File: config.mk
export PLATFORM = sky130hd
export DESIGN_NAME = pci_controller
export DESIGN_NICKNAME = d
export VERILOG_FILES = /design/src/hw/pci_pkg.sv /design/src/hw/pci_controller.sv
export SDC_FILE = /design/constraint.sdc
export NUM_CORES = 1
export LEC_CHECK = 0
export ABC_AREA = 0
export BUFFER_PORTS_ARGS = -buffer_cell sky130_fd_sc_hd__buf_4
export CAP_MARGIN = 0
export CORE_MARGIN = 2
export CORE_UTILIZATION = 35
export CTS_CLUSTER_SIZE = 30
export DETAILED_ROUTE_END_ITERATION = 10
export PLACE_DENSITY = 0.86
export SYNTH_ARGS = -nofsm -noshare
export SYNTH_HDL_FRONTEND = slang
export SYNTH_SLANG_ARGS = --single-unit
File: constraint.sdc
create_clock -name sys_clk_i -period 2.41 [get_ports sys_clk_i]
set_clock_uncertainty 0.15 [all_clocks]
set_input_delay 0.482 -clock sys_clk_i [delete_from_list [all_inputs] [get_ports sys_clk_i]]
set_output_delay 0.482 -clock sys_clk_i [all_outputs]
set_load 0.02 [all_outputs]
File: src/hw/pci_pkg.sv
`default_nettype none

package pci_pkg;

    // Memory and bus sizes
    localparam int ADDR_W = 8;  // 256 words
    localparam int DATA_W = 32;
    localparam int OPC_W  = 4;

    // Core held in reset this long after start
    localparam int RESET_CLK_CYCLES = 4;
    localparam int RST_CNT_W        = $clog2(RESET_CLK_CYCLES + 1);

    // Request buffer
    localparam int BUF_DEPTH = 2;
    localparam int BUF_PTR_W = (BUF_DEPTH > 1) ? $clog2(BUF_DEPTH) : 1;
    localparam int BUF_CNT_W = $clog2(BUF_DEPTH + 1);

    // Opcode sits in the top OPC_W bits of the instruction word
    typedef enum logic [OPC_W-1:0] {
        OP_HALT = 4'h0,
        OP_LDI  = 4'h1,
        OP_LD   = 4'h2,
        OP_ADD  = 4'h3,
        OP_SUB  = 4'h4,
        OP_ST   = 4'h5,
        OP_JNZ  = 4'h6
    } pci_opcode_e;

    typedef enum logic [2:0] {
        S_FETCH,
        S_DECODE,
        S_MEM,
        S_WAIT,   // Bus turnaround, load writeback
        S_HALT
    } pci_core_state_e;

    typedef enum logic [1:0] {
        C_LOAD,
        C_RELEASE,
        C_RUN,
        C_DONE
    } pci_ctrl_state_e;

    typedef struct packed {
        logic              cyc;
        logic              stb;
        logic              we;    // 1 = write
        logic [ADDR_W-1:0] addr;  // Word address
        logic [DATA_W-1:0] wdata;
    } pci_bus_req_t;

    typedef struct packed {
        logic              ack;
        logic [DATA_W-1:0] rdata;
    } pci_bus_rsp_t;

    typedef struct packed {
        logic              we;
        logic [ADDR_W-1:0] addr;
        logic [DATA_W-1:0] wdata;
    } pci_host_req_t;

endpackage

`default_nettype wire

File: src/hw/pci_controller.sv
`timescale 1ns/10ps
`default_nettype none

module pci_controller (
    input  wire logic                       sys_clk_i,
    input  wire logic                       rst_n_i,
    input  wire logic                       start_i,      // One-cycle pulse
    input  wire logic                       host_we_i,
    input  wire logic [pci_pkg::ADDR_W-1:0] host_addr_i,
    input  wire logic [pci_pkg::DATA_W-1:0] host_wdata_i,
    input  wire logic                       halted_i,
    output logic                            core_rst_n_o,
    output pci_pkg::pci_host_req_t          host_req_o,
    output logic                            done_o
);

    pci_pkg::pci_ctrl_state_e state_q;

    logic [pci_pkg::RST_CNT_W-1:0] cnt_q;  // Release delay
    logic                          core_rst_n_q;
    logic                          host_wr_ok;

    always_ff @(posedge sys_clk_i or negedge rst_n_i) begin
        if (!rst_n_i) begin
            state_q      <= pci_pkg::C_LOAD;
            cnt_q        <= '0;
            core_rst_n_q <= 1'b0;
        end else begin
            case (state_q)
                pci_pkg::C_LOAD, pci_pkg::C_DONE: begin
                    if (start_i) begin
                        state_q      <= pci_pkg::C_RELEASE;
                        cnt_q        <= '0;
                        core_rst_n_q <= 1'b0;  // Clears a halted core before rerun
                    end
                end

                pci_pkg::C_RELEASE: begin
                    if (int'(cnt_q) == pci_pkg::RESET_CLK_CYCLES - 1) begin
                        state_q      <= pci_pkg::C_RUN;
                        core_rst_n_q <= 1'b1;
                    end else begin
                        cnt_q <= cnt_q + 1'b1;
                    end
                end

                pci_pkg::C_RUN: begin
                    if (halted_i) begin
                        state_q <= pci_pkg::C_DONE;
                    end
                end

                default: begin
                    state_q <= pci_pkg::C_LOAD;
                end
            endcase
        end
    end

    // Writes only while the core is in reset or stopped
    assign host_wr_ok = (state_q == pci_pkg::C_LOAD) || (state_q == pci_pkg::C_DONE);

    always_comb begin
        host_req_o.we    = host_we_i && host_wr_ok;
        host_req_o.addr  = host_addr_i;
        host_req_o.wdata = host_wdata_i;
    end

    assign core_rst_n_o = core_rst_n_q;
    assign done_o       = (state_q == pci_pkg::C_DONE);

endmodule

`default_nettype wire

==> results.txt <==
Hold timing on the final database bottoms out at a slack of 0.3984 ns. In this run the core area contains 16 standard-cell rows. The HPWL after detailed placement is 877.6 µm. The first global-routing pass estimated 1.697 mm of wire. The number of antenna violations at the first check in global routing was 0. The pin count of the biggest net entering global routing came out at 10. The post-synthesis average cell area came out at 8.820 µm². The cell sitting at the root of the clock tree is a sky130_fd_sc_hd__clkbuf_4.

Dividing the detail-routed wire length by the instance count gives 13.99 µm. The total number of yosys warnings came out at 0. The buffer levels on the longest clock path came out at 2. The minimum period implied by the final worst setup slack came out at 2.006 ns. The launch instance of the worst min-delay path is cnt_q[1]. The horizontal die dimension is 49.18 µm.

The most common cell after layout, fill and taps aside is sky130_fd_sc_hd__buf_4. Setup violations remaining at the end of the flow were counted as 0. The count of instances resized after the clock tree is built came out at 0. The count of input and output buffers is 7. The number of sinks driven by the clock tree came out at 6. The number of placed I/O pins came out at 88.

Buffers inserted during clock tree synthesis total 3. The data required time of the critical path came out at 1.78 ns. The final net count came out at 104. After layout, the worst path uses 83.23% of the clock period. The worst path arrival time came out at 1.37 ns. The count of final max-slew check failures is 0. After detailed routing, the total wire length is 1.091 mm.

The post-route met1 wirelength is 339 µm. The top cell family by delay on the critical path is adder cells. The type of the tightest min-delay check is reg -> reg. Counting every net in the synthesized netlist gives 132.

The maximum clock frequency came out at 498.6 MHz. The die covers 2419 µm². By area, the combinational part of the netlist is dominated by buffers and inverters. The DRC violation total after the first TritonRoute iteration is 2. The number of distinct library cell variants in the gate-level netlist after synthesis came out at 23. At the pin with the least slew margin, the transition time is 0.3310 ns. The critical path is of the reg -> out type. The proportion of layout cells with a drive suffix above 1 is 27.45%.

The post-CTS setup-driven buffer insertion count is 0. The region available for standard cell placement spans 1942 µm². The startpoint identified for the worst register-to-register timing path is cnt_q[0].

In this run the static leakage power is 0.2470 nW. The residual antenna-violating net count after detailed routing is 0. Clock-pin slew was measured on the worst setup and hold paths at 0.04 ns. Leaving out fill and tap cells, the most frequent cells in the layout are sky130_fd_sc_hd__buf_4, sky130_fd_sc_hd__ha_1, sky130_fd_sc_hd__dfrtp_1. The number of antenna diodes in the final layout is 0. Traced cell by cell, the critical path runs through inv_1 > ha_1 > and2_1 > buf_4. Sequential cells were found to cover 21.02% of the synthesized design area. In this run the worst setup path begins at state_q[0]. The number of failing hold endpoints at the final stage came out at 0. TritonCTS built the clock tree. On the worst path, the slowest cell contributes a delay of 0.37 ns. In the detailed route, the total length drawn on met2 is 558 µm. From bottom edge to top edge, the die measures 49.18 µm. The global placement routability congestion came out at 0.6954. The layout overhead on the synthesized area came out at -26.09%. Measured against its own limit, the worst slew margin works out to 77.93%. The portion of synthesized area spent on multiplexers is 1.401%. The total routing usage reported by global routing is 9.742%. The max-capacitance violation count came out at 0.

The wire length on met3 came out at 92 µm. The cell area that synthesis handed to floorplanning was 714.4 µm². The simple logic cell fraction of the synthesized area is 7.005%. The count of fill cells added during filler insertion came out at 209.

Dividing the detail-routed via count by the number of cells gives 4.936. Synthesis produced a netlist whose cell count is 81. Signal routing reaches up to met4. The first-pass iteration count of the detailed router is 4. Adding up every negative setup slack in the final design gives 0 ns. Setup repair after global routing left no endpoint under its margin. In the routed design, unresolved DRC markers number 0. The detailed-route via count is 385.

The via count of the first global-routing pass is 384. The initial core utilization is 36.79%. STA classifies the critical path startpoint as a register. The flow ran to the end, and the final reports show no timing, DRC or antenna violations. Of the total synthesized cell area, the portion taken by XOR and XNOR cells is 0%. The residual overflow from global routing came out at 0. The synthesized netlist devotes 14.71% of its cell area to compound gates. For this design the ratio of total power to cell area is 1195 nW/µm². The critical path endpoint category is an output pin.

The register bit total from synthesis is 6. CTS built an H-tree with a depth of 1. The share of synthesized cell area in full adder, half adder and majority cells came out at 10.51%. Clock latency on the worst-skew pair, taken at its later pin, is 0.24 ns.

The number of buffers inserted for hold repair after clock tree synthesis is 1. The slowest cell on the critical path is sky130_fd_sc_hd__ha_1. The largest fanout on the critical path came out at 6. The number of buffers and inverters on the critical path is 2.

The final standard cell utilization of the core is 27.19%. The maximum resistive drop on vdd came out at 0.3756 mV.
-- area by class of cell --
class                   instances  area (µm²)  area share (%)
inverters                       5       18.77           3.555
flip-flops and latches          6       150.1           28.44
clock buffers                   3       22.52           4.265
well taps                      27       33.78           6.398
repair buffers                  8       62.56           11.85
multi-input cells              29       240.2           45.50
-- state kept, by name, summed over array words and instances (netlist names) --
register,count
cnt_q,3
core_rst_n_o,1
state_q,2
-- report_power, final --
group / switching [mW] / total [mW] / internal, mW
clock: 0.0316 / 0.0876 / 0.0560
sequential: 0.0289 / 0.167 / 0.138
combinational: 0.211 / 0.377 / 0.166
total: 0.271 / 0.631 / 0.360
-- final timing paths --
check,end,slack [ns],depth (start not counted)
min in group asynchronous,cnt_q[0],0.44,2
hold / removal,cnt_q[1],0.40,1
setup / recovery,host_req_o[40],0.40,4
max in group asynchronous,state_q[0],1.56,2
setup reg to reg,cnt_q[0],0.73,5
hold reg to reg,cnt_q[1],0.40,1
-- kinds of logic after synthesis --
group | after synthesis
AOI/OAI and AO/OA | 13
adders and majority gates | 6
buffers and inverters | 46
DFF | 6
muxes | 1
and+or+nand+nor | 9
-- cell usage after synthesis --
| cell | number | area share, % |
|---|---|---|
| sky130_fd_sc_hd__a21oi_1 | 2 | 1.4 |
| sky130_fd_sc_hd__a22o_1 | 2 | 2.5 |
| sky130_fd_sc_hd__a22oi_1 | 1 | 1.1 |
| sky130_fd_sc_hd__and2_1 | 1 | 0.88 |
| sky130_fd_sc_hd__and2b_1 | 1 | 1.1 |
| sky130_fd_sc_hd__buf_2 | 1 | 0.70 |
| sky130_fd_sc_hd__buf_4 | 40 | 42 |
| sky130_fd_sc_hd__dfrtp_1 | 6 | 21 |
| sky130_fd_sc_hd__ha_1 | 6 | 11 |
| sky130_fd_sc_hd__inv_1 | 4 | 2.1 |
| sky130_fd_sc_hd__inv_2 | 1 | 0.52 |
| sky130_fd_sc_hd__mux2i_1 | 1 | 1.4 |
| sky130_fd_sc_hd__nand2_1 | 3 | 1.6 |
| sky130_fd_sc_hd__nand2b_2 | 1 | 1.2 |
| sky130_fd_sc_hd__nor2_1 | 1 | 0.52 |
| sky130_fd_sc_hd__nor2b_1 | 1 | 0.88 |
| sky130_fd_sc_hd__o21ai_1 | 2 | 1.4 |
| sky130_fd_sc_hd__o221a_1 | 1 | 1.6 |
| sky130_fd_sc_hd__o221ai_2 | 1 | 2.1 |
| sky130_fd_sc_hd__o22ai_1 | 2 | 1.8 |
| sky130_fd_sc_hd__o2bb2ai_1 | 1 | 1.2 |
| sky130_fd_sc_hd__o31ai_2 | 1 | 1.8 |
| sky130_fd_sc_hd__or2_0 | 1 | 0.88 |
-- worst reg2reg max path, delay by kind of cell, from the launching register on --
kind	cells	cell delay (ns)
adders and majority gates	2	0.53
AOI/OAI and AO/OA	2	0.29
and+or+nand+nor	1	0.24
DFF	1	0.41
-- stage by stage --
step           worst slack, ns  power, mW  instances  area (µm²)
6_report                0.4043     0.6310         78       528.0
3_5_place_dp            0.6641     0.5429         74       495.5
2_1_floorplan           0.7786     0.5433         81       714.4
5_1_grt                 0.3067     0.6921         78       528.0
3_3_place_gp            0.7132     0.5181         74       495.5
4_1_cts                 0.4003     0.6378         78       528.0
-- layer usage --
layer  vias to the layer above  global-route usage, %
met2                        17                  14.41
li1                        169                      -
met1                       177                  7.765
met4                         0                  17.62
met5                         -                      0
met3                        22                  2.761
(Power assumes the default switching activity.)
