$ cat src/hw/pci_pkg.sv
`default_nettype none

package pci_pkg;

    // Memory and bus sizes
    localparam int ADDR_W = 8;  // 256 words
    localparam int DATA_W = 32;
    localparam int OPC_W  = 4;

    // Core held in reset this long after start
    localparam int RESET_CLK_CYCLES = 4;
    localparam int RST_CNT_W        = $clog2(RESET_CLK_CYCLES + 1);

    // Request buffer
    localparam int BUF_DEPTH = 2;
    localparam int BUF_PTR_W = (BUF_DEPTH > 1) ? $clog2(BUF_DEPTH) : 1;
    localparam int BUF_CNT_W = $clog2(BUF_DEPTH + 1);

    // Opcode sits in the top OPC_W bits of the instruction word
    typedef enum logic [OPC_W-1:0] {
        OP_HALT = 4'h0,
        OP_LDI  = 4'h1,
        OP_LD   = 4'h2,
        OP_ADD  = 4'h3,
        OP_SUB  = 4'h4,
        OP_ST   = 4'h5,
        OP_JNZ  = 4'h6
    } pci_opcode_e;

    typedef enum logic [2:0] {
        S_FETCH,
        S_DECODE,
        S_MEM,
        S_WAIT,   // Bus turnaround, load writeback
        S_HALT
    } pci_core_state_e;

    typedef enum logic [1:0] {
        C_LOAD,
        C_RELEASE,
        C_RUN,
        C_DONE
    } pci_ctrl_state_e;

    typedef struct packed {
        logic              cyc;
        logic              stb;
        logic              we;    // 1 = write
        logic [ADDR_W-1:0] addr;  // Word address
        logic [DATA_W-1:0] wdata;
    } pci_bus_req_t;

    typedef struct packed {
        logic              ack;
        logic [DATA_W-1:0] rdata;
    } pci_bus_rsp_t;

    typedef struct packed {
        logic              we;
        logic [ADDR_W-1:0] addr;
        logic [DATA_W-1:0] wdata;
    } pci_host_req_t;

endpackage

`default_nettype wire

$ cat src/hw/pci_bus_buffer.sv
`timescale 1ns/10ps
`default_nettype none

module pci_bus_buffer (
    input  wire logic                  sys_clk_i,
    input  wire logic                  rst_n_i,
    input  wire pci_pkg::pci_bus_req_t up_req_i,   // From core
    output pci_pkg::pci_bus_rsp_t      up_rsp_o,
    output pci_pkg::pci_bus_req_t      dn_req_o,   // To memory
    input  wire pci_pkg::pci_bus_rsp_t dn_rsp_i
);

    pci_pkg::pci_bus_req_t fifo_q [pci_pkg::BUF_DEPTH];

    logic [pci_pkg::BUF_PTR_W-1:0] wr_ptr_q, rd_ptr_q;
    logic [pci_pkg::BUF_CNT_W-1:0] count_q;
    logic [pci_pkg::DATA_W-1:0]    up_rdata_q;
    logic                          rd_pend_q;  // A read sits in the queue
    logic                          up_ack_q;
    logic                          full, push, pop, pop_rd;

    assign full = (int'(count_q) == pci_pkg::BUF_DEPTH);

    // No re-accept of a request whose ack is going out, nothing passes a read
    assign push   = up_req_i.cyc && up_req_i.stb && !up_ack_q && !rd_pend_q && !full;
    assign pop    = dn_rsp_i.ack && (count_q != '0);
    assign pop_rd = pop && !fifo_q[rd_ptr_q].we;

    always_ff @(posedge sys_clk_i) begin
        if (push) begin
            fifo_q[wr_ptr_q] <= up_req_i;
        end
        if (pop_rd) begin
            up_rdata_q <= dn_rsp_i.rdata;
        end
    end

    always_ff @(posedge sys_clk_i or negedge rst_n_i) begin
        if (!rst_n_i) begin
            wr_ptr_q  <= '0;
            rd_ptr_q  <= '0;
            count_q   <= '0;
            rd_pend_q <= 1'b0;
            up_ack_q  <= 1'b0;
        end else begin
            if (push) begin
                wr_ptr_q <= (int'(wr_ptr_q) == pci_pkg::BUF_DEPTH - 1) ? '0 : wr_ptr_q + 1'b1;
            end
            if (pop) begin
                rd_ptr_q <= (int'(rd_ptr_q) == pci_pkg::BUF_DEPTH - 1) ? '0 : rd_ptr_q + 1'b1;
            end
            case ({push, pop})
                2'b10:   count_q <= count_q + 1'b1;
                2'b01:   count_q <= count_q - 1'b1;
                default: count_q <= count_q;
            endcase

            if (push && !up_req_i.we) begin
                rd_pend_q <= 1'b1;
            end else if (pop_rd) begin
                rd_pend_q <= 1'b0;
            end

            up_ack_q <= (push && up_req_i.we) || pop_rd;  // Posted write or returned read
        end
    end

    // Head entry goes downstream
    always_comb begin
        dn_req_o     = fifo_q[rd_ptr_q];
        dn_req_o.cyc = (count_q != '0);
        dn_req_o.stb = (count_q != '0);
    end

    assign up_rsp_o.ack   = up_ack_q;
    assign up_rsp_o.rdata = up_rdata_q;

endmodule

`default_nettype wire

$ cat config.mk
export PLATFORM = sky130hd
export DESIGN_NAME = pci_bus_buffer
export DESIGN_NICKNAME = d
export VERILOG_FILES = /design/src/hw/pci_pkg.sv /design/src/hw/pci_bus_buffer.sv
export SDC_FILE = /design/constraint.sdc
export NUM_CORES = 1
export LEC_CHECK = 0
export BUFFER_PORTS_ARGS = -buffer_cell sky130_fd_sc_hd__buf_2
export CAP_MARGIN = 20
export CORE_MARGIN = 2
export CORE_UTILIZATION = 45
export DETAILED_ROUTE_END_ITERATION = 8
export GPL_TIMING_DRIVEN = 1
export PLACE_DENSITY_LB_ADDON = 0.05
export SYNTH_ARGS = -nofsm -noshare
export SYNTH_HDL_FRONTEND = slang
export SYNTH_SLANG_ARGS = --single-unit
export TNS_END_PERCENT = 100
$ cat constraint.sdc
create_clock -name sys_clk_i -period 3.67 [get_ports sys_clk_i]
set_input_delay 0.367 -clock sys_clk_i [delete_from_list [all_inputs] [get_ports sys_clk_i]]
set_output_delay 0.367 -clock sys_clk_i [all_outputs]
set_load 0.1 [all_outputs]
==> impl_metrics.csv, run 1 <==
group,metric,value,unit
finish,syn_to_final_growth,35.1,%
placement,numPortBuffers,153,
synthesis,synth_top_family_by_area,"multiplexers",
setup_path,crit_path_start,"rd_ptr_q",
drt,via_per_inst,4.71,
synthesis,synth-simple-area-share,0.00591,
finish,layout.nets,438,
drt,vias,2277,
finish,ff_latch_area,3570,sq um
min_path,hold_path.class,"in2reg",
clock_network,cts_buffers,17,
setup_path,worstSetupEndpointType,"primary output",
timing,period_needed,2730,ps
timing,fin_crit_sh,0.744,
grt,antenna_found_initial,0,
synthesis,yosysTopAreaCellShare,0.808,
synthesis,syn-num-nets,268,
floorplanning,pin_count,154,
floorplanning,die_h,101,um
setup_path,slowest_stage,"dfrtp_2",
setup_path,worstPathRequired,3300,ps
clock_network,ctsResizeCount,0,
min_path,min-delay-start,"dn_rsp_i[14]",
synthesis,synth.area.mux_share,0.110,
synthesis,synth-compound-area-share,0.0121,
finish,diodes,0,
setup_path,cp.arrival,2370,ps
clock_network,htreeDepth,4,
timing,timing.fmax,0.366,GHz
floorplanning,rows,35,
synthesis,synth_xor_area_frac,0.0103,
synthesis,syn-mean-instance-area,22.4,sq um
setup_path,path_class,"reg2out",
grt,grt_pass1_wl,11800,um
setup_path,reg2reg_from,"up_ack_q",
clock_network,clock_latency,510,ps
clock_network,clockRootBuffer,"clkbuf_8",
drt,drtIter0Drc,70,
clock_network,cts_sinks,120,
clock_network,cts_setup_buffers,0,
floorplanning,coreArea,9200,sq um
synthesis,synth_edf_count,114,
grt,overflow,0,
finish,multi_input_area,616,sq um
synthesis,synth_top_area_cell,"edfxtp_1",
synthesis,synth-warning-count,0,
drt,postRouteAntennaNets,0,
finish,final_core_util,0.623,
timing,setup_tns,0,ps
drt,drt-pass1-iter-count,4,
timing,hold_viol_final,0,
status,status,"finished, final reports clean",
synthesis,synth-seq-cells,120,
timing,finalWorstSetupSlack,938,ps
placement,dp_hpwl,5340,um
timing,worstMarginPinSlew,761,ps
drt,wire_per_inst,16.0,um
synthesis,synthCells,189,
timing,slew_viol_final,0,
drt,drc,0,
synthesis,synth_most_common_cell,"edfxtp_1",
floorplanning,initial_core_util,0.461,
timing,fin_skew,13.3,ps
setup_path,worstRegToRegCells,4,
synthesis,netlist_top_cells_area,"edfxtp_1, mux2_1, dfrtp_1",
grt,grt_max_degree,33,
setup_path,path_cells,"buf_4 -> mux2_1 -> buf_2",
setup_path,critical-path-max-stage-delay,860,ps
synthesis,yosysUniqueCellTypes,16,
synthesis,netlist_top_cells_count,"edfxtp_1, mux2_1, buf_4, dfrtp_1",
finish,nFillCells,702,
synthesis,synthAdderAreaFrac,0.00295,
placement,dp_slack,1410,ps
clock_network,cts_tree,"built",
clock_network,clk_pin_slew,60,ps
setup_path,worst-path-max-fanout,31,
timing,relSlewSlack,0.492,
synthesis,syn-cell-area,4240,sq um
grt,grt.total_usage,0.159,
synthesis,synth_flop_cell,"edfxtp_1",
synthesis,synthArstFlopShare,0.0500,
floorplanning,die_w,101,um
timing,rsz0062_at_grt,"false",
clock_network,clock_path_buffers,2,
grt,grt_pass1_vias,2463,
finish,drive_gt1_frac,0.522,
setup_path,startpoint_type,"flip-flop",
min_path,min_delay_path_depth,1,
placement,gp_congestion,0.736,
timing,final-setup-viol-count,0,
flow_run,maxCapViolCount,0,
drt,wl,7740,um
floorplanning,die_area,10200,sq um
synthesis,ys_seq_area_frac,0.843,
==> placed cells by master, fill, tap and decap left out, drive strengths merged, types with 3 or more instances in the layout <==
| cell | count |
|---|---|
| buf | 157 |
| edfxtp | 114 |
| mux2 | 41 |
| clkbuf | 19 |
| dfrtp | 6 |
| clkinv | 6 |
| xnor2 | 5 |
| inv | 5 |
| nor2 | 5 |
| bufinv | 3 |
| clkinvlp | 3 |
| o21ai | 3 |
==> state kept, by name (all words and copies together), names as in the netlist <==
name	count
fifo_q	82
rd_pend_q	1
up_rdata_q	32
count_q	2
up_ack_q	1
rd_ptr_q	1
wr_ptr_q	1
==> final cells by class <==
| class | count | share of cell area |
|---|---|---|
| repair buffers | 158 | 0.141 |
| well taps | 111 | 0.0243 |
| clock buffers | 19 | 0.0736 |
| inverters | 4 | 0.00262 |
| multi-input cells | 58 | 0.108 |
| clock inverters | 13 | 0.0269 |
| flip-flops and latches | 120 | 0.624 |
==> path summary, 6_finish.rpt <==
kind	to	slack [ps]
max in group asynchronous	rd_ptr_q	3280
setup reg to reg	fifo_q[0][27]	1520
hold reg to reg	rd_pend_q	500
min in group asynchronous	wr_ptr_q	230
setup / recovery	dn_req_o[28]	940
hold / removal	up_rdata_q[14]	30
==> critical path: cells and delay by family, from the launching register on <==
family	cells	cell delay, ps
flip-flops	1	860
multiplexers	1	350
buffers and inverters	2	640
==> cells by family (layout without fill, tap and decap cells) <==
kind of cell,Yosys count,in the layout
AO/OA/AOI/OAI,5,5
XOR/XNOR,5,5
adder cells (fa/ha/maj),1,1
buffers and inverters,11,194
flip-flops,120,120
multiplexers,41,41
AND/OR/NAND/NOR,6,6
==> metrics by stage <==
stage	hold slack (ps)	std cells	area (sq um)
after global routing	3.29	483	5730
after detailed placement	201	450	5140
after CTS	14.6	483	5730
after floorplan	71.4	189	4240
after global placement	202	450	5140
final	31.0	483	5730
==> per-layer routing <==
| metal | global-route usage | share of wire | up-vias |
|---|---|---|---|
| met1 | 0.174 | 0.39 | 1077 |
| met5 | 0 | 0 | - |
| met4 | 0.0759 | 0.015 | 0 |
| li1 | - | - | 1083 |
| met3 | 0.0860 | 0.10 | 15 |
| met2 | 0.254 | 0.49 | 102 |
==> repair_timing <==
action / 4_1_cts / 5_1_grt
hold buffers: 1 / 0
endpoints found under the setup margin: 0 / 0
endpoints found under the hold margin: 6 / 0
Power of run 1 is left out: the tool's default activity adds up to more than one toggle a clock period on the data nets, which glitch-free logic cannot reach.
==> inputs of run 2 (changes only) <==
--- a/config.mk
+++ b/config.mk
@@ -8,7 +8,7 @@
 export BUFFER_PORTS_ARGS = -buffer_cell sky130_fd_sc_hd__buf_2
 export CAP_MARGIN = 20
 export CORE_MARGIN = 2
-export CORE_UTILIZATION = 45
+export CORE_UTILIZATION = 44
 export DETAILED_ROUTE_END_ITERATION = 8
 export GPL_TIMING_DRIVEN = 1
 export PLACE_DENSITY_LB_ADDON = 0.05
==> constraint.sdc (replaced) <==
create_clock -name sys_clk_i -period 2.4 [get_ports sys_clk_i]
set_input_delay 0.24 -clock sys_clk_i [delete_from_list [all_inputs] [get_ports sys_clk_i]]
set_output_delay 0.24 -clock sys_clk_i [all_outputs]
set_load 0.1 [all_outputs]
==> impl_metrics.csv, run 2 (synthesized netlist as in run 1, its figures left out) <==
group,metric,value,unit
status,status,"finished, final reports clean",
clock_network,ctsResizeCount,0,
min_path,hold_path.class,"in2async",
finish,diodes,0,
placement,dp_hpwl,5230,um
flow_run,maxCapViolCount,0,
drt,vias,2596,
drt,postRouteAntennaNets,0,
setup_path,critPathTopFamily,"buffers and inverters",
setup_path,startpoint_type,"flip-flop",
clock_network,cts_tree,"built",
power_and_ir_drop,combPwrFrac,0.427,
finish,largest_reg_flops,82,
clock_network,clock_path_buffers,2,
clock_network,clockRootBuffer,"clkbuf_8",
power_and_ir_drop,p_sw_frac,0.464,
clock_network,cts_setup_buffers,0,
setup_path,critical-path-max-stage-delay,450,ps
clock_network,ctsHoldBuffers,74,
setup_path,reg2reg_from,"up_ack_q",
power_and_ir_drop,p_seq_frac,0.308,
floorplanning,pin_count,154,
placement,place_area,5190,sq um
setup_path,worstPathRequired,2160,ps
placement,dp_slack,616,ps
finish,top_register,"fifo_q",
timing,hold_viol_final,0,
setup_path,path_class,"reg2out",
finish,layout.nets,512,
drt,drc,0,
power_and_ir_drop,power_frac_clock,0.265,
setup_path,worstSetupEndpointType,"primary output",
clock_network,htreeDepth,4,
grt,grt_pass1_vias,2775,
power_and_ir_drop,total_power,8.92,mW
clock_network,clock_latency,490,ps
setup_path,slowest_stage,"dfrtp_2",
placement,dp_cells,469,
clock_network,clk_pin_slew,50,ps
clock_network,cts_buffers,17,
floorplanning,rows,35,
power_and_ir_drop,vdd_drop_max,0.000739,V
finish,stdcell_count,575,
power_and_ir_drop,p_switching,4.13,mW
drt,wire_per_inst,15.0,um
power_and_ir_drop,internal_power,4.78,mW
timing,timing.fmax,0.447,GHz
finish,reg.largest.list,"fifo_q x82, up_rdata_q x32, count_q x2",
finish,final_cell_area,6500,sq um
grt,grt.total_usage,0.170,
finish,layout_common_cells,"buf_2, edfxtp_1, dlygate4sd3_1",
setup_path,cp.buffers_inverters,2,
finish,final_core_util,0.700,
placement,numPortBuffers,153,
timing,setup_tns,0,ps
finish,drive_gt1_frac,0.437,
clock_network,cts_sinks,120,
setup_path,cp.arrival,2000,ps
floorplanning,initial_core_util,0.456,
power_and_ir_drop,power.density,1370,nW/um^2
floorplanning,die_area,10400,sq um
finish,syn_to_final_growth,53.4,%
timing,fin_crit_sh,0.932,
floorplanning,die_h,102,um
setup_path,worst-path-max-fanout,26,
drt,drt-pass1-iter-count,4,
floorplanning,die_w,102,um
timing,finalWorstSetupSlack,162,ps
grt,antenna_found_initial,0,
timing,period_needed,2240,ps
drt,wl,8610,um
setup_path,path_cells,"buf_4 -> mux2_1 -> buf_2",
timing,fin_skew,6.41,ps
timing,final-setup-viol-count,0,
timing,slew_viol_final,0,
timing,worstMarginPinSlew,509,ps
finish,layout_commonest_cell,"buf_2",
grt,grt_pass1_wl,13100,um
placement,gp_congestion,0.722,
power_and_ir_drop,leakage,2.55,nW
floorplanning,coreArea,9280,sq um
grt,grt_max_degree,33,
setup_path,crit_path_start,"rd_ptr_q",
timing,relSlewSlack,0.663,
drt,via_per_inst,4.51,
timing,rsz0062_at_grt,"false",
timing,whs,100,ps
drt,drtIter0Drc,74,
grt,overflow,0,
[run 2: cell types whose count changed in the layout (fill, tap and decap cells not counted), sizes merged]
cell | before | now
dlygate4sd3 | 1 | 74
inv | 5 | 8
clkbuf | 19 | 17
buf | 157 | 158
bufinv | 3 | 2
clkinv | 6 | 5
clkinvlp | 3 | 4
[run 2: final cells by class]
cell class / count / area (sq um)
clock buffers: 17 / 414
clock inverters: 15 / 150
fillers: 647 / 2780
inverters: 4 / 15.0
multi-input cells: 58 / 616
flip-flops and latches: 120 / 3570
well taps: 129 / 161
repair buffers: 232 / 1570
[run 2: per-layer routing]
layer | global-route usage | vias to the layer above | part of all wire
met3 | 0.0848 | 5 | 0.098
met1 | 0.183 | 1253 | 0.38
met4 | 0.0574 | 0 | 0.0063
met2 | 0.292 | 114 | 0.51
li1 | - | 1224 | -
met5 | 0 | - | 0
[run 2: path summary, 6_finish.rpt]
check                                    end  slack (ps)  cells after the start
worst min-delay path              count_q[1]         100                      2
max in group asynchronous           rd_ptr_q        2130                      2
min in group sys_clk_i              rd_ptr_q         100                      3
worst min register to register     rd_pend_q         510                      2
worst max register to register  fifo_q[0][6]         640                      4
worst max-delay path            dn_req_o[28]         160                      3
[run 2: power groups by stage]
stage	Clock, mW	Sequential (mW)	Combinational, mW
floorplan	0	3.36	2.62
global placement	0	2.78	3.73
detailed placement	0	2.79	3.73
CTS	2.40	2.75	3.83
global route	2.50	2.78	3.93
finish	2.36	2.75	3.81
No activity file was read; power rests on OpenSTA's default activity.
