==> config.mk <==
export PLATFORM = sky130hd
export DESIGN_NAME = pci_core
export DESIGN_NICKNAME = d
export VERILOG_FILES = /design/src/hw/pci_pkg.sv /design/src/hw/pci_core.sv
export SDC_FILE = /design/constraint.sdc
export NUM_CORES = 1
export LEC_CHECK = 0
export BUFFER_PORTS_ARGS = -buffer_cell sky130_fd_sc_hd__buf_2
export CORE_ASPECT_RATIO = 2
export CORE_UTILIZATION = 30
export DETAILED_ROUTE_END_ITERATION = 12
export PLACE_DENSITY_LB_ADDON = 0.15
export SLEW_MARGIN = 25
export SYNTH_ARGS = -nofsm -noshare
export SYNTH_HDL_FRONTEND = slang
export SYNTH_SLANG_ARGS = --single-unit
==> constraint.sdc <==
create_clock -name sys_clk_i -period 3.1 [get_ports sys_clk_i]
set_input_delay 0 -clock sys_clk_i [delete_from_list [all_inputs] [get_ports sys_clk_i]]
set_output_delay 0 -clock sys_clk_i [all_outputs]
set_load 0.005 [all_outputs]
==> src/hw/pci_pkg.sv <==
`default_nettype none

package pci_pkg;

    // Memory and bus sizes
    localparam int ADDR_W = 8;  // 256 words
    localparam int DATA_W = 32;
    localparam int OPC_W  = 4;

    // Core held in reset this long after start
    localparam int RESET_CLK_CYCLES = 4;
    localparam int RST_CNT_W        = $clog2(RESET_CLK_CYCLES + 1);

    // Request buffer
    localparam int BUF_DEPTH = 2;
    localparam int BUF_PTR_W = (BUF_DEPTH > 1) ? $clog2(BUF_DEPTH) : 1;
    localparam int BUF_CNT_W = $clog2(BUF_DEPTH + 1);

    // Opcode sits in the top OPC_W bits of the instruction word
    typedef enum logic [OPC_W-1:0] {
        OP_HALT = 4'h0,
        OP_LDI  = 4'h1,
        OP_LD   = 4'h2,
        OP_ADD  = 4'h3,
        OP_SUB  = 4'h4,
        OP_ST   = 4'h5,
        OP_JNZ  = 4'h6
    } pci_opcode_e;

    typedef enum logic [2:0] {
        S_FETCH,
        S_DECODE,
        S_MEM,
        S_WAIT,   // Bus turnaround, load writeback
        S_HALT
    } pci_core_state_e;

    typedef enum logic [1:0] {
        C_LOAD,
        C_RELEASE,
        C_RUN,
        C_DONE
    } pci_ctrl_state_e;

    typedef struct packed {
        logic              cyc;
        logic              stb;
        logic              we;    // 1 = write
        logic [ADDR_W-1:0] addr;  // Word address
        logic [DATA_W-1:0] wdata;
    } pci_bus_req_t;

    typedef struct packed {
        logic              ack;
        logic [DATA_W-1:0] rdata;
    } pci_bus_rsp_t;

    typedef struct packed {
        logic              we;
        logic [ADDR_W-1:0] addr;
        logic [DATA_W-1:0] wdata;
    } pci_host_req_t;

endpackage

`default_nettype wire

==> src/hw/pci_core.sv <==
`timescale 1ns/10ps
`default_nettype none

module pci_core (
    input  wire logic                 sys_clk_i,
    input  wire logic                 rst_n_i,
    input  wire logic                 core_rst_n_i,  // From controller, sampled at the clock
    output pci_pkg::pci_bus_req_t     bus_req_o,
    input  wire pci_pkg::pci_bus_rsp_t bus_rsp_i,
    output logic                      halted_o
);

    pci_pkg::pci_core_state_e state_q;
    pci_pkg::pci_opcode_e     opcode;

    logic [pci_pkg::ADDR_W-1:0] pc_q;
    logic [pci_pkg::DATA_W-1:0] ir_q;
    logic [pci_pkg::DATA_W-1:0] acc_q;
    logic [pci_pkg::DATA_W-1:0] mdr_q;   // Memory operand
    logic [pci_pkg::ADDR_W-1:0] operand;
    logic                       bus_act;

    assign opcode  = pci_pkg::pci_opcode_e'(ir_q[pci_pkg::DATA_W-1 -: pci_pkg::OPC_W]);
    assign operand = ir_q[pci_pkg::ADDR_W-1:0];
    assign bus_act = (state_q == pci_pkg::S_FETCH) || (state_q == pci_pkg::S_MEM);

    // Request held steady from state and registers until ack
    always_comb begin
        bus_req_o.cyc   = bus_act;
        bus_req_o.stb   = bus_act;
        bus_req_o.we    = (state_q == pci_pkg::S_MEM) && (opcode == pci_pkg::OP_ST);
        bus_req_o.addr  = (state_q == pci_pkg::S_MEM) ? operand : pc_q;
        bus_req_o.wdata = acc_q;
    end

    assign halted_o = (state_q == pci_pkg::S_HALT);

    always_ff @(posedge sys_clk_i) begin
        if ((state_q == pci_pkg::S_MEM) && bus_rsp_i.ack) begin
            mdr_q <= bus_rsp_i.rdata;
        end
    end

    always_ff @(posedge sys_clk_i or negedge rst_n_i) begin
        if (!rst_n_i) begin
            state_q <= pci_pkg::S_WAIT;  // Idle bus, ir holds HALT so no writeback
            pc_q    <= '0;
            ir_q    <= '0;
            acc_q   <= '0;
        end else if (!core_rst_n_i) begin
            state_q <= pci_pkg::S_WAIT;
            pc_q    <= '0;
            ir_q    <= '0;
            acc_q   <= '0;
        end else begin
            case (state_q)
                pci_pkg::S_FETCH: begin
                    if (bus_rsp_i.ack) begin
                        ir_q    <= bus_rsp_i.rdata;
                        pc_q    <= pc_q + 1'b1;
                        state_q <= pci_pkg::S_DECODE;
                    end
                end

                pci_pkg::S_DECODE: begin
                    case (opcode)
                        pci_pkg::OP_LDI: begin
                            acc_q   <= {{(pci_pkg::DATA_W-pci_pkg::ADDR_W){1'b0}}, operand};
                            state_q <= pci_pkg::S_FETCH;
                        end
                        pci_pkg::OP_JNZ: begin
                            if (acc_q != '0) begin
                                pc_q <= operand;  // Taken branch
                            end
                            state_q <= pci_pkg::S_FETCH;
                        end
                        pci_pkg::OP_LD,
                        pci_pkg::OP_ADD,
                        pci_pkg::OP_SUB,
                        pci_pkg::OP_ST: begin
                            state_q <= pci_pkg::S_MEM;
                        end
                        default: begin
                            state_q <= pci_pkg::S_HALT;  // HALT and undefined codes
                        end
                    endcase
                end

                pci_pkg::S_MEM: begin
                    if (bus_rsp_i.ack) begin
                        state_q <= pci_pkg::S_WAIT;
                    end
                end

                pci_pkg::S_WAIT: begin
                    // Apply loaded operand, stores have nothing to write back
                    case (opcode)
                        pci_pkg::OP_LD:  acc_q <= mdr_q;
                        pci_pkg::OP_ADD: acc_q <= acc_q + mdr_q;
                        pci_pkg::OP_SUB: acc_q <= acc_q - mdr_q;
                        default:         acc_q <= acc_q;
                    endcase
                    state_q <= pci_pkg::S_FETCH;
                end

                pci_pkg::S_HALT: begin
                    state_q <= pci_pkg::S_HALT;  // Only a core reset leaves
                end

                default: begin
                    state_q <= pci_pkg::S_HALT;
                end
            endcase
        end
    end

endmodule

`default_nettype wire

==> summary.txt, run 1 <==
Run status
  – Status: complete, but fails checks
  – Failing checks: setup timing

Timing
  – Slew Limit Fails: 0
  – Setup violators final: 20
  – Max Fclk: 0.2947 GHz
  – Slew margin rel.: 38.57%
  – Tightest Pin Transition: 911.7 ps
  – Clk_skew: 11.55 ps
  – RSZ-0062 raised after global routing: yes
  – Final hold vios: 0
  – Post-layout minimum cycle time: 3393 ps
  – Worst setup margin: -293.0 ps
  – Period utilization: 109.5%

Power and ir drop
  – Switching pwr: 1430 uW
  – Int Pwr: 2673 uW
  – Leakage: 0.004406 uW
  – Peak supply drop: 0.2018 mV
  – Reg power frac: 32.9%
  – PwrDens: 398.4 mW/mm^2
  – Clock network power share: 27.6%
  – Logic pwr share: 39.5%
  – Net Sw Frac: 34.85%

Global routing
  – Antenna violations before repair: 0
  – First-pass GRT wire length: 40.92 mm
  – Grt met1 use: 21.56%
  – Vias in the first global route: 7515
  – Overall Global Routing Usage: 24.62%
  – Largest net degree at the start of global routing: 31
  – Grt total ovfl: 0
  – Met2 GRT Util: 48.05%
  – Met3 Track Usage GR: 3.540%
  – Most Crowded Layer GR: met2

Detailed routing
  – Vias per cell: 5.426
  – DRC: 0
  – Wire per inst: 20.80 um
  – Post-route ant nets: 0
  – Drt first pass iters: 6
  – Iter 0 DRT Violations: 247
  – Drt total wl: 26.90 mm
  – Via Count: 7016

Floorplanning
  – Io pins: 80
  – # rows: 75
  – Die W: 105.8 um
  – Initial Util: 30.74%
  – Die area: 0.02216 sq mm
  – Core area: 0.02102 sq mm
  – Die height: 209.5 um

Placement
  – HPWL Detailed: 20.46 mm
  – Port Buffer Count: 79
  – Placed Cells: 1207
  – Final GP Congestion: 0.9439

Synth
  – Synth warn: 0
  – Number of flops mapped to enable cells by yosys: 32
  – Ys flop type: dfrtp_1
  – Post-synth ARST share: 63.22%
  – Distinct cells, synth: 77
  – Mean area per synthesized cell: 8.779 sq um
  – Cell Area, Synth: 0.006461 sq mm
  – Synthesized Nets: 806
  – Yosys reg bits: 87
  – Post-synthesis sequential area ratio: 36.21%
  – Cells after Synth: 736

Worst setup path
  – CP endpoint kind: flop
  – CP Launch Point: mdr_q[20]$_DFFE_PP_
  – Critical path class: reg2reg
  – R2R Setup Slk: -290 ps
  – Startpoint class of the critical path: flop
  – Worst r2r src: mdr_q[20]$_DFFE_PP_
  – Reg2Reg Capture Point: acc_q[30]$_DFFE_PN0P_
  – Data arrival, critical path: 3650 ps
  – Worst R2R Path Depth: 14
  – Worst Path Max Fanout: 3
  – Data required time of the worst path: 3350 ps

Clock network
  – Clock transition at path regs: 70 ps
  – Max Root-Sink Buffers: 2
  – CTS tree: done
  – Skew-Pair Late Insertion Delay: 370 ps
  – Num CTS Buffers: 9
  – Num Clock Sinks: 87
  – H-tree levels: 3
  – Root Buffer: clkbuf_16

Finish
  – Fraction of layout cells with a size suffix above 1: 45.70%
  – Layout Utilization: 49.00%
  – Non-Filler Instances: 1293
  – # nets final: 1089
  – Layout area overhead: 59.41%
  – Filler cell count: 2005
  – Antenna Cells: 0

Hold path
  – WHS Endpoint: state_q[0]$_DFFE_PN1P_
  – Min-Delay Startpoint: core_rst_n_i
  – Hold Crit Class: in2reg
  – Hold depth: 2

Job
  – Max cap viols: 0
-- metrics by stage --
stage,cell area [sq um],power (uW),setup TNS [ps],hold WS (ps),worst slack (ps)
6_report,10300,4104,-2801,70.85,-293.0
5_1_grt,10300,4291,-6175,95.02,-434.1
4_1_cts,9801,3975,-2236,59.87,-302.3
3_5_place_dp,8346,2608,-6093,147.1,-508.7
3_3_place_gp,8346,2597,-6332,142.3,-547.6
2_1_floorplan,6565,2020,-1705,-295.6,-226.1
-- layout make-up --
cell class	instances	area, sq um	area share [%]
well taps	269	336.6	3.268
clock buffers	13	280.3	2.721
repair buffers	315	2402	23.32
multi-input cells	578	4812	46.72
flip-flops and latches	87	2340	22.72
clock inverters	3	23.77	0.2308
inverters	28	105.1	1.020
-- cells in the mapped netlist, types with 23 or more instances --
cell	instances	area (sq um)
o21ai_0	66	330.3
nor2_1	58	217.7
dfrtp_1	53	1326
nand2_1	51	191.4
a21oi_1	43	215.2
nand3_1	35	175.2
ha_1	33	412.9
edfxtp_1	32	960.9
clkbuf_1	29	108.9
inv_1	28	105.1
xnor2_1	26	227.7
xor2_1	23	201.4
-- cell usage in the layout, fill, tap and decap left out, types with 6 or more instances in the layout --
cell,synthesis,final
xnor2_1,26,20
nor2_1,58,49
mux2_2,9,9
nor4_1,12,9
xor2_1,23,18
clkbuf_16,0,9
o31ai_4,0,6
and3_1,12,7
edfxtp_1,32,32
o211ai_1,6,6
nand3_1,35,31
a21oi_1,43,15
nor2_4,0,6
o21ai_0,66,32
o21ai_2,0,9
nand2_2,0,8
o21ai_1,2,23
a31oi_1,10,8
a22oi_1,20,20
a21oi_2,0,24
nand4_1,14,14
nor3_1,15,7
buf_4,3,170
dfrtp_1,53,53
o31ai_1,15,7
ha_1,33,23
and2_1,8,7
nand2_1,51,40
buf_2,8,79
a211oi_1,10,6
mux2i_1,7,7
dlygate4sd3_1,0,34
o21a_1,13,13
buf_6,1,28
inv_1,28,26
-- flip-flops by register name (all words and copies together) (netlist names) --
| signal | cells |
|---|---|
| ir_q | 12 |
| state_q | 3 |
| acc_q | 32 |
| mdr_q | 32 |
| pc_q | 8 |
-- timing repair --
action                                  in CTS  in global routing
gates resized for setup                    155                 85
buffers inserted                            24                 19
endpoints found under the setup margin      26                 29
hold endpoints to repair                    72                  0
hold buffers                                34                  0
pin swaps                                   70                 63
-- cells by family after synthesis --
logic type                 share of synthesized area (%)
buffers and inverters                              4.589
AOI/OAI and AO/OA                                  24.13
DFF                                                36.21
adders and majority gates                          6.700
and+or+nand+nor                                    19.07
muxes                                              2.653
xor gates and xnor gates                           6.642
-- power groups by stage --
stage	logic [uW]	clock network (uW)	registers (uW)
final	1620	1130	1350
after CTS	1470	1160	1350
after global routing	1740	1190	1360
after detailed placement	1240	0	1370
after floorplan	674	0	1350
after global placement	1230	0	1360
-- routing by layer --
layer  vias to the layer above  part of all wire, %
li1                       3324                    -
met1                      3432                   32
met2                       171                   58
met3                        89                  2.9
met4                         0                  7.1
met5                         -                    0
-- critical path: stages, from the launching register on --
cell and delay [ps]:
edfxtp_1 400, or4_4 600, nor3_4 180, buf_6 140
nand3_4 120, o41ai_4 230, xor2_1 290, ha_4 260
a21o_1 160, a21oi_2 130, o221a_2 190, o31ai_1 60
a41oi_1 230, xor2_1 200, o21ai_1 80
-- worst max path at each step --
stage	to	slack, ps	cells after the start
2_1_floorplan	acc_q[29]$_DFFE_PN0P_	-230	14
3_3_place_gp	acc_q[30]$_DFFE_PN0P_	-550	13
3_5_place_dp	acc_q[30]$_DFFE_PN0P_	-510	13
4_1_cts	acc_q[30]$_DFFE_PN0P_	-300	13
5_1_grt	acc_q[30]$_DFFE_PN0P_	-430	14
6_report	acc_q[30]$_DFFE_PN0P_	-290	14
No activity file was read; power rests on OpenSTA's default activity.
==> run 2, diff against run 1 <==
==> constraint.sdc (replaced) <==
create_clock -name sys_clk_i -period 3.2 [get_ports sys_clk_i]
set_input_delay 0 -clock sys_clk_i [delete_from_list [all_inputs] [get_ports sys_clk_i]]
set_output_delay 0 -clock sys_clk_i [all_outputs]
set_load 0.005 [all_outputs]
==> summary.txt, run 2 (same netlist as run 1, synthesis figures left out) <==
Floorplanning
  – # rows: 75 (unchanged)
  – Core area: 0.02102 sq mm (unchanged)
  – Die W: 105.8 um (unchanged)
  – Initial Util: 30.74% (unchanged)
  – Die height: 209.5 um (unchanged)
  – Io pins: 80 (unchanged)
  – Die area: 0.02216 sq mm (unchanged)

Clock network
  – Num Clock Sinks: 87 (unchanged)
  – H-tree levels: 3 (unchanged)
  – Max Root-Sink Buffers: 2 (unchanged)
  – Num CTS Buffers: 9 (unchanged)
  – Root Buffer: clkbuf_16
  – Clock transition at path regs: 70 ps (about the same)
  – Skew-Pair Late Insertion Delay: 390 ps (+20 ps)
  – CTS tree: done

Worst setup path
  – Data required time of the worst path: 3440 ps (+90 ps)
  – Worst r2r src: mdr_q[12]$_DFFE_PP_
  – Critical path class: reg2reg
  – R2R Setup Slk: -210 ps (+80 ps)
  – Worst Path Max Fanout: 4 (+1)
  – Worst R2R Path Depth: 13 (-1)
  – Reg2Reg Capture Point: acc_q[30]$_DFFE_PN0P_
  – CP endpoint kind: flop
  – CP Launch Point: mdr_q[12]$_DFFE_PP_
  – CP Capture Point: acc_q[30]$_DFFE_PN0P_
  – Startpoint class of the critical path: flop
  – Data arrival, critical path: 3650 ps (about the same)

Finish
  – Most common cell after layout, fill and taps aside: buf_4
  – Non-Filler Instances: 1299 (+0.46%)
  – Regs by FF count: acc_q (32), mdr_q (32), ir_q (12)
  – Most frequent cells in the layout: buf_4 (177), buf_2 (79), nor2_1 (53), dfrtp_1 (53), nand2_1 (41)
  – Antenna Cells: 0 (unchanged)
  – # nets final: 1095 (+0.55%)
  – Final std cell area, no fill: 0.01009 sq mm (-2.0%)
  – Fraction of layout cells with a size suffix above 1: 43.98% (-1.7 points)
  – Layout area overhead: 56.24%

Placement
  – HPWL Detailed: 21.33 mm (+4.3%)
  – Placed Cells: 1218 (+0.91%)
  – Post-DP Area: 0.008369 sq mm (+0.28%)
  – Final GP Congestion: 0.9419 (-0.21%)
  – Port Buffer Count: 79 (unchanged)
  – Pre-CTS setup slack: -399.1 ps (+109.6 ps)

Detailed routing
  – Iter 0 DRT Violations: 265 (+7.3%)
  – Drt first pass iters: 4 (-2)
  – Post-route ant nets: 0 (unchanged)
  – Drt total wl: 27.47 mm (+2.1%)
  – DRC: 0 (unchanged)
  – Vias per cell: 5.527 (+1.9%)
  – Via Count: 7180 (+2.3%)
  – Wire per inst: 21.14 um (+1.6%)

Timing
  – Setup violators final: 17 (-15%)
  – Period utilization: 106.6% (-2.9 points)
  – Clk_skew: 16.54 ps (+4.990 ps)
  – Post-layout minimum cycle time: 3410 ps (+16.92 ps)
  – Final hold vios: 0 (unchanged)
  – Slew margin rel.: 46.06% (+7.5 points)
  – Max Fclk: 0.2933 GHz (-0.50%)
  – Worst setup margin: -209.9 ps (+83.08 ps)
  – Slew Limit Fails: 0 (unchanged)
  – RSZ-0062 raised after global routing: yes
  – Tightest Pin Transition: 809.1 ps (-102.6 ps)
  – TNS Setup: -1740 ps (+1061 ps)

Global routing
  – Grt total ovfl: 0 (unchanged)
  – Vias in the first global route: 7590 (+1.0%)
  – Antenna violations before repair: 0 (unchanged)
  – Overall Global Routing Usage: 25.17% (+0.55 points)
  – First-pass GRT wire length: 41.32 mm (+0.99%)
  – Largest net degree at the start of global routing: 33 (+6.5%)

Power and ir drop
  – Net Sw Frac: 36.12% (+1.3 points)
  – PwrDens: 388.3 mW/mm^2 (-2.5%)
  – Peak supply drop: 0.2869 mV (+42%)
  – Int Pwr: 2504 uW (-6.3%)
  – Reg power frac: 33.3% (+0.4 points)
  – Leakage: 0.004430 uW (+0.54%)
  – Logic pwr share: 39.2% (-0.3 points)
  – Switching pwr: 1416 uW (-1.0%)
  – Clock network power share: 27.5% (about the same)

Run status
  – Status: complete, but fails checks
  – Failing checks: setup timing

Hold path
  – Min-Delay Startpoint: core_rst_n_i
  – Hold Crit Class: in2reg

Job
  – Max cap viols: 0 (unchanged)
## run 2: how the worst min path moves through the flow
stage                     cells after the start                endpoint
after floorplan                               0    acc_q[0]$_DFFE_PN0P_
after global placement                        1    ir_q[31]$_DFFE_PN0P_
after detailed placement                      1  state_q[2]$_DFFE_PN0P_
after CTS                                     2  state_q[0]$_DFFE_PN1P_
after global routing                          2  state_q[0]$_DFFE_PN1P_
final                                         2  state_q[0]$_DFFE_PN1P_
## run 2: power groups by stage
stage | clock network [uW] | registers, uW | logic (uW)
2_1_floorplan | 0 | 1300 | 649
3_3_place_gp | 0 | 1320 | 1210
3_5_place_dp | 0 | 1330 | 1220
4_1_cts | 1110 | 1300 | 1360
5_1_grt | 1150 | 1310 | 1650
6_report | 1080 | 1310 | 1540
## run 2: metal layers
layer	global-route usage [%]	vias to the layer above	part of all wire [%]
met4	20.07	0	8.0
met5	0	-	0
met1	21.79	3541	32
met3	3.416	101	2.9
met2	49.72	190	57
li1	-	3348	-
## run 2: layout make-up
class                           count  area (sq um)
Multi-Input combinational cell    578          4609
Timing Repair Buffer              321          2414
Inverter                           28         105.1
Clock inverter                      7         65.06
Tap cell                          269         336.6
Fill cell                        2046         10930
Clock buffer                        9         225.2
Sequential cell                    87          2340
## run 2: repair_timing
action                                  in CTS  in global routing
buffers inserted                            13                 20
hold endpoints to repair                    73                  0
endpoints found under the setup margin      25                 27
gates resized for setup                    103                115
pin swaps                                   32                 82
hold buffers                                34                  0
## run 2: critical path: stages (launching register included)
cell	delay, ps
edfxtp_1	390
or4_4	620
buf_6	160
nor3_4	120
a31oi_1	120
xnor2_1	140
ha_1	360
nand2_2	110
o21a_1	230
o31a_1	400
o31ai_2	320
a41oi_2	60
xor2_1	160
o21ai_1	70
## run 2: stage by stage
step	hold slack (ps)	utilization (%)	power (uW)
after floorplan	-295.6	-	1952
after global placement	142.7	39.82	2539
after detailed placement	136.9	39.82	2547
after CTS	75.61	45.04	3769
after global routing	118.8	48.02	4112
final	88.70	48.02	3920
